### config.mk
export PLATFORM = sky130hd
export DESIGN_NAME = icache_top
export DESIGN_NICKNAME = d
export VERILOG_FILES = /design/src/logic/icache_types_pkg.sv /design/src/logic/icache_ctrl_pkg.sv /design/src/logic/icache_fill_ctrl.sv /design/src/logic/burst_counter.sv /design/src/logic/tag_store.sv /design/src/logic/line_store.sv /design/src/logic/icache_top.sv
export VERILOG_INCLUDE_DIRS = /design/src /design/src/logic
export SDC_FILE = /design/constraint.sdc
export NUM_CORES = 1
export LEC_CHECK = 0
export ABC_AREA = 1
export BUFFER_PORTS_ARGS = -buffer_cell sky130_fd_sc_hd__clkbuf_2
export CORE_MARGIN = 1.5
export CORE_UTILIZATION = 35
export CTS_CLUSTER_DIAMETER = 60
export DETAILED_ROUTE_END_ITERATION = 10
export PLACE_DENSITY_LB_ADDON = 0.1
export RECOVER_POWER = 25
export SKIP_LAST_GASP = 1
export SLEW_MARGIN = 20
export SYNTH_ARGS = -nofsm -noshare
export SYNTH_HDL_FRONTEND = slang
export SYNTH_SLANG_ARGS = --single-unit
### constraint.sdc
create_clock -name clk -period 6.53 [get_ports clk]
set_input_delay 0.653 -clock clk [delete_from_list [all_inputs] [get_ports clk]]
set_output_delay 0.653 -clock clk [all_outputs]
set_load 0.1 [all_outputs]
### src/logic/icache_params.svh
`ifndef ICACHE_PARAMS_SVH
`define ICACHE_PARAMS_SVH

// field layout of a 16-bit word address: tag, set, offset
`define ICACHE_WORD_BITS   16
`define ICACHE_TAG_BITS    12
`define ICACHE_SET_BITS    2
`define ICACHE_OFFSET_BITS 2

`define ICACHE_LINE_WORDS  4
`define ICACHE_NUM_SETS    4

`endif

### src/logic/icache_types_pkg.sv
`default_nettype none

`include "icache_params.svh"

package icache_types_pkg;

    typedef logic [`ICACHE_WORD_BITS-1:0] word_t; // instruction word or word address

    typedef logic [`ICACHE_TAG_BITS-1:0] tag_t;

    typedef logic [`ICACHE_SET_BITS-1:0] set_t; // selects one of the lines

    typedef logic [`ICACHE_OFFSET_BITS-1:0] offset_t; // selects a word within a line

endpackage

`default_nettype wire

### src/logic/icache_ctrl_pkg.sv
`default_nettype none

`include "icache_params.svh"

package icache_ctrl_pkg;

    typedef enum logic [1:0] {IDLE, FILL, RESPOND} fill_state_t;

    typedef logic [`ICACHE_OFFSET_BITS:0] burst_count_t; // one bit wider so it can reach 4

endpackage

`default_nettype wire

### src/logic/icache_fill_ctrl.sv
`timescale 1ns/1ps
`default_nettype none

`include "icache_params.svh"

module icache_fill_ctrl (
    input  wire                      clk,
    input  wire                      reset_n,
    input  wire                      fetch,
    input  icache_types_pkg::word_t  fetch_addr,
    input  wire                      hit,
    input  wire                      burst_end,
    input  icache_types_pkg::offset_t issue_offset,
    output icache_types_pkg::tag_t   lookup_tag,
    output icache_types_pkg::set_t   lookup_set,
    output icache_types_pkg::tag_t   req_tag,
    output icache_types_pkg::set_t   req_set,
    output icache_types_pkg::set_t   read_set,
    output icache_types_pkg::offset_t read_offset,
    output icache_types_pkg::word_t  mem_addr,
    output logic                     burst_run,
    output logic                     tag_write,
    output logic                     load_out,
    output logic                     fetch_done
);
    import icache_types_pkg::*;
    import icache_ctrl_pkg::*;

    fill_state_t state;
    fill_state_t next_state;
    offset_t     req_offset;
    offset_t     lookup_offset;
    logic        accept;

    assign lookup_tag    = fetch_addr[`ICACHE_WORD_BITS-1 -: `ICACHE_TAG_BITS];
    assign lookup_set    = fetch_addr[`ICACHE_OFFSET_BITS +: `ICACHE_SET_BITS];
    assign lookup_offset = fetch_addr[0 +: `ICACHE_OFFSET_BITS];

    // a request is taken in IDLE once the previous response pulse is over
    assign accept = (state == IDLE) && fetch && !fetch_done;

    assign burst_run   = (state == FILL);
    assign tag_write   = (state == FILL) && burst_end;
    assign load_out    = (accept && hit) || (state == RESPOND);
    assign read_set    = (state == IDLE) ? lookup_set : req_set;
    assign read_offset = (state == IDLE) ? lookup_offset : req_offset;
    assign mem_addr    = {req_tag, req_set, issue_offset}; // aligned line base plus burst step

    always_comb begin
        next_state = state;
        case (state)
            IDLE:    if (accept && !hit) next_state = FILL;
            FILL:    if (burst_end) next_state = RESPOND;
            RESPOND: next_state = IDLE;
            default: next_state = IDLE;
        endcase
    end

    always_ff @(posedge clk) begin
        if (reset_n) begin
            state      <= IDLE;
            fetch_done <= 1'b0;
        end else begin
            state      <= next_state;
            fetch_done <= load_out; // fetch_data is loaded on the same edge
        end
    end

    always_ff @(posedge clk) begin
        if (accept && !hit) begin
            req_tag    <= lookup_tag;
            req_set    <= lookup_set;
            req_offset <= lookup_offset;
        end
    end

    a_single_done: assert property (@(posedge clk) disable iff (reset_n)
        fetch_done |=> !fetch_done);

endmodule

`default_nettype wire

### src/logic/burst_counter.sv
`timescale 1ns/1ps
`default_nettype none

`include "icache_params.svh"

module burst_counter (
    input  wire                       clk,
    input  wire                       reset_n,
    input  wire                       burst_run,
    output logic                      burst_issue,
    output icache_types_pkg::offset_t issue_offset,
    output logic                      fill_write,
    output icache_types_pkg::offset_t fill_offset,
    output logic                      burst_end
);
    import icache_ctrl_pkg::*;

    localparam burst_count_t LAST = burst_count_t'(`ICACHE_LINE_WORDS);

    burst_count_t count;
    burst_count_t count_m1;

    always_ff @(posedge clk) begin
        if (reset_n) begin
            count <= '0;
        end else if (!burst_run) begin
            count <= '0;
        end else if (count != LAST) begin
            count <= count + burst_count_t'(1); // holds at the last step
        end
    end

    assign count_m1 = count - burst_count_t'(1);

    // memory data lags the read by one cycle, so writes trail the issue window
    assign burst_issue  = burst_run && (count < LAST);
    assign issue_offset = count[`ICACHE_OFFSET_BITS-1:0];
    assign fill_write   = burst_run && (count != '0);
    assign fill_offset  = count_m1[`ICACHE_OFFSET_BITS-1:0];
    assign burst_end    = burst_run && (count == LAST);

    a_issue_end_apart: assert property (@(posedge clk) disable iff (reset_n)
        !(burst_issue && burst_end));

endmodule

`default_nettype wire

### src/logic/tag_store.sv
`timescale 1ns/1ps
`default_nettype none

`include "icache_params.svh"

module tag_store (
    input  wire                    clk,
    input  wire                    reset_n,
    input  icache_types_pkg::tag_t lookup_tag,
    input  icache_types_pkg::set_t lookup_set,
    input  wire                    tag_write,
    input  icache_types_pkg::tag_t req_tag,
    input  icache_types_pkg::set_t req_set,
    output logic                   hit
);
    import icache_types_pkg::*;

    logic [`ICACHE_NUM_SETS-1:0] valid;
    tag_t                        tags [`ICACHE_NUM_SETS];

    always_ff @(posedge clk) begin
        if (reset_n) begin
            valid <= '0; // every line is invalid after reset
        end else if (tag_write) begin
            valid[req_set] <= 1'b1;
        end
    end

    always_ff @(posedge clk) begin
        if (tag_write) begin
            tags[req_set] <= req_tag;
        end
    end

    assign hit = valid[lookup_set] && (tags[lookup_set] == lookup_tag);

    // a refill only happens for a line that missed
    a_no_redundant_fill: assert property (@(posedge clk) disable iff (reset_n)
        tag_write |-> !(valid[req_set] && (tags[req_set] == req_tag)));

endmodule

`default_nettype wire

### src/logic/line_store.sv
`timescale 1ns/1ps
`default_nettype none

`include "icache_params.svh"

module line_store (
    input  wire                       clk,
    input  wire                       fill_write,
    input  icache_types_pkg::set_t    req_set,
    input  icache_types_pkg::offset_t fill_offset,
    input  icache_types_pkg::word_t   mem_data,
    input  icache_types_pkg::set_t    read_set,
    input  icache_types_pkg::offset_t read_offset,
    input  wire                       load_out,
    output icache_types_pkg::word_t   fetch_data
);
    import icache_types_pkg::*;

    localparam int DEPTH = `ICACHE_NUM_SETS * `ICACHE_LINE_WORDS;

    word_t                                          words [DEPTH];
    logic [`ICACHE_SET_BITS+`ICACHE_OFFSET_BITS-1:0] write_index;
    logic [`ICACHE_SET_BITS+`ICACHE_OFFSET_BITS-1:0] read_index;

    assign write_index = {req_set, fill_offset};
    assign read_index  = {read_set, read_offset};

    always_ff @(posedge clk) begin
        if (fill_write) begin
            words[write_index] <= mem_data; // one word of the burst per cycle
        end
    end

    always_ff @(posedge clk) begin
        if (load_out) begin
            fetch_data <= words[read_index]; // held until the next response
        end
    end

endmodule

`default_nettype wire

### src/logic/icache_top.sv
`timescale 1ns/1ps
`default_nettype none

module icache_top (
    input  wire                     clk,
    input  wire                     reset_n,
    input  wire                     fetch,
    input  icache_types_pkg::word_t fetch_addr,
    input  icache_types_pkg::word_t mem_data,
    output icache_types_pkg::word_t fetch_data,
    output logic                    fetch_done,
    output logic                    mem_read,
    output icache_types_pkg::word_t mem_addr
);
    import icache_types_pkg::*;

    tag_t    lookup_tag;
    set_t    lookup_set;
    tag_t    req_tag;
    set_t    req_set;
    set_t    read_set;
    offset_t read_offset;
    offset_t issue_offset;
    offset_t fill_offset;
    logic    hit;
    logic    burst_run;
    logic    burst_issue;
    logic    burst_end;
    logic    fill_write;
    logic    tag_write;
    logic    load_out;

    assign mem_read = burst_issue;

    icache_fill_ctrl icache_fill_ctrl_inst (
        .clk          (clk),
        .reset_n      (reset_n),
        .fetch        (fetch),
        .fetch_addr   (fetch_addr),
        .hit          (hit),
        .burst_end    (burst_end),
        .issue_offset (issue_offset),
        .lookup_tag   (lookup_tag),
        .lookup_set   (lookup_set),
        .req_tag      (req_tag),
        .req_set      (req_set),
        .read_set     (read_set),
        .read_offset  (read_offset),
        .mem_addr     (mem_addr),
        .burst_run    (burst_run),
        .tag_write    (tag_write),
        .load_out     (load_out),
        .fetch_done   (fetch_done)
    );

    burst_counter burst_counter_inst (
        .clk          (clk),
        .reset_n      (reset_n),
        .burst_run    (burst_run),
        .burst_issue  (burst_issue),
        .issue_offset (issue_offset),
        .fill_write   (fill_write),
        .fill_offset  (fill_offset),
        .burst_end    (burst_end)
    );

    tag_store tag_store_inst (
        .clk        (clk),
        .reset_n    (reset_n),
        .lookup_tag (lookup_tag),
        .lookup_set (lookup_set),
        .tag_write  (tag_write),
        .req_tag    (req_tag),
        .req_set    (req_set),
        .hit        (hit)
    );

    line_store line_store_inst (
        .clk         (clk),
        .fill_write  (fill_write),
        .req_set     (req_set),
        .fill_offset (fill_offset),
        .mem_data    (mem_data),
        .read_set    (read_set),
        .read_offset (read_offset),
        .load_out    (load_out),
        .fetch_data  (fetch_data)
    );

endmodule

`default_nettype wire

==> impl_metrics.toml <==
[status]
outcome = "finished, final reports clean"

[place]
hpwl_mm = 18.27
portBuffers = 68
routabilityCongestion = 0.7185

[timing]
finClkSkew_ns = 0.02527
slew_viol_final = 0
hold_viol_final = 0
setup_viol = 0
max_freq_mhz = 297.4
hold_ws_ns = 0.3118
finalCritPeriodShare_pct = 51.48
worst_pin_slew_ns = 0.8931
tns_ns = 0
slew_headroom_pct = 40.37
rsz0062_at_grt = "false"
period_minus_slack_ns = 3.362

[clocking]
clock_latency_ns = 0.56
cts_max_level = 2
clk_transition_reported_paths_ns = 0.05
cts.sinks = 346
cts_setup_buffers = 0
clock_path_buffers = 3
clock-root-buffer = "clkbuf_16"
cts_resized = 0
cts_tree = "done"
cts_buffers = 40
hold_buffers = 0

[setup_path]
crit_path_end_kind = "flop"
r2r_end = "line_store_inst.fetch_data[5]"
required_ns = 6.81
r2r_cells = 12
r2r_slack_ns = 3.17
worstPathMaxFanout = 65
criticalPathCategory = "flop to flop"
worst_ep_arrival_time_ns = 3.64
reg2reg_from = "icache_fill_ctrl_inst.state[1]"
cp-start-kind = "flop"

[logic_synthesis]
muxShareOfSynthArea_pct = 0
syn_area_per_cell_um2 = 13.08
yosysSeqAreaShare_pct = 74.72
synth-simple-area-share_pct = 9.186
synth_cell_types = 27
synth_top_family_by_area = "compound AO/OA/AOI/OAI gates"
yosys.area_share.xor_xnor_pct = 0.06360
synth.net_count = 1093
synth_cells = 1053
yosysWarnings = 0
synth_compound_area_share_pct = 11.47
synth_seq_cells = 346
synth_area_um2 = 13770
synthAdderAreaFrac_pct = 0.4543

[worst_hold_path]
worstHoldStart = "fetch_addr[0]"
hold_class = "input pin to flop"
whs_endpoint = "icache_fill_ctrl_inst.req_offset[0]"
hold_path_depth = 1

[routing]
top_layer_used = "met4"
drt-met1-wl_mm = 16.97
avgRoutedWirePerCell_um = 20.62
routed_wl_mm = 34.55
vias = 8315
dr_wl_met3_mm = 1.283
via_per_inst = 4.964
drt_iter0_drc = 538
drcViolationCount = 0
dr.pass1.iters = 5
wl_met2_mm = 15.34
ant_nets = 0

[floorplan]
rows = 72
die_w_um = 201.4
initial_core_util_pct = 35.55
core-area_um2 = 38740
ioPinCount = 69
die_h_um = 201.4
die-area_um2 = 40540

[power]
pwr_density_cell_nw_per_um2 = 310.6
ir_drop_mv = 0.1731
power_leakage_nw = 5.426

[grt]
grt_pass1_vias = 8103
grt_max_degree = 82
overflow = 0
antenna_found_initial = 1
grt_pass1_wl_mm = 52.08
track_usage_pct = 17.36

[final_layout]
syn2layout_area_growth_pct = 15.10
nets = 1172
layout-drive-gt1-share_pct = 12.02

[flow_run]
max_cap_viol_count = 0
==> per-stage QoR <==
step	instance area (um^2)	setup slack [ns]	std cells	util, %	power [mW]
2_1_floorplan	13770	3.472	1053	-	2.838
3_3_place_gp	14750	3.047	1608	38.07	2.983
3_5_place_dp	14750	2.997	1608	38.07	2.985
4_1_cts	15880	3.091	1674	40.99	4.995
5_1_grt	15850	2.876	1675	40.92	5.122
6_report	15850	3.168	1675	40.92	4.922
==> synthesized netlist by cell type (all sizes together) <==
library cell  number  area (um^2)
clkbuf            18        70.07
clkinv             2        7.510
a21boi             2        15.01
xnor2              1        8.760
o21ai            147        743.2
nor2             107        409.1
ha                 5        62.56
buf               39        221.5
o21a               2        15.01
o21bai            20        150.1
nand3b             6        45.04
a21oi              8        40.04
nand3             54        270.3
or2                1        6.260
inv               71        266.5
nand2            141        529.3
edfxtp           336        10090
dfxtp             10        200.2
nor3               1        5.000
o211ai            82        615.6
==> cell usage in the layout (no fill, tap or decap), types with 2 or more instances in the layout <==
master	n
o21ai_0	121
nor2_2	15
clkbuf_16	41
o21ai_4	3
clkinv_1	11
o211ai_1	82
ha_1	5
a21oi_1	8
o21bai_1	20
inv_1	69
nand3_1	54
dfxtp_1	10
clkbuf_2	42
o21ai_1	22
o21a_1	2
nor2_4	3
nor2_1	89
inv_2	3
nand2_1	141
nand3b_1	6
buf_4	26
edfxtp_1	336
clkbuf_1	37
inv_6	2
==> report_power, final <==
part	internal, mW	leakage, nW	switching, mW
clock network	1.14	0.547	0.852
logic	0.119	1.77	0.346
registers	2.45	3.11	0.00987
==> state kept, by name, summed over array words and instances, names as in the netlist <==
name and count:
icache_fill_ctrl_inst.req_offset 2, icache_fill_ctrl_inst.req_set 2, icache_fill_ctrl_inst.state 2, tag_store_inst.tags 48, line_store_inst.fetch_data 16, icache_fill_ctrl_inst.fetch_done 1, tag_store_inst.valid 4, line_store_inst.words 256
icache_fill_ctrl_inst.req_tag 12, burst_counter_inst.count 3
==> worst max-delay path by stage <==
stage,start,to,slack (ns),cells after the start
4_1_cts,icache_fill_ctrl_inst.state[1],line_store_inst.fetch_data[5],3.09,12
3_3_place_gp,fetch_addr[2],line_store_inst.fetch_data[2],3.05,13
6_report,icache_fill_ctrl_inst.state[1],line_store_inst.fetch_data[5],3.17,12
5_1_grt,icache_fill_ctrl_inst.state[1],line_store_inst.fetch_data[5],2.88,12
3_5_place_dp,fetch_addr[2],line_store_inst.fetch_data[15],3.00,12
2_1_floorplan,fetch_addr[2],icache_fill_ctrl_inst.req_offset[0],3.47,10
==> logic make-up after synthesis <==
| kind of cell | after synthesis |
|---|---|
| and+or+nand+nor | 310 |
| AOI/OAI and AO/OA | 261 |
| DFF | 346 |
| buffers and inverters | 130 |
| adders and majority gates | 5 |
| xor gates and xnor gates | 1 |
==> final cells by class <==
type                       count  area (um^2)
clock buffer                  52         1067
clock inverter                14        67.56
fill                        3705        22890
tap                          518        648.1
timing repair buffer          94        503.0
sequential                   346        10290
antenna                        1        2.502
multi-input combinational    577         2998
inverter                      73        274.0
==> layer usage <==
metal  vias to the layer above  global-route usage [%]
met5                         -                       0
met4                         0                   6.477
met3                        59                   2.802
met2                       166                   26.11
met1                      4105                   25.29
li1                       3985                       -
==> worst max-delay path, stage by stage (launching register included) <==
cell and delay [ns]:
dfxtp_1 0.34, nor2_4 0.32, nand2_1 0.16, o21ai_4 0.08
buf_4 0.64, inv_2 0.41, buf_4 0.44, o21ai_1 0.15
inv_1 0.05, o21ai_0 0.07, o211ai_1 0.12, nand3_1 0.19
nand2_1 0.08
Note: power is estimated with default switching activity, not from simulation.
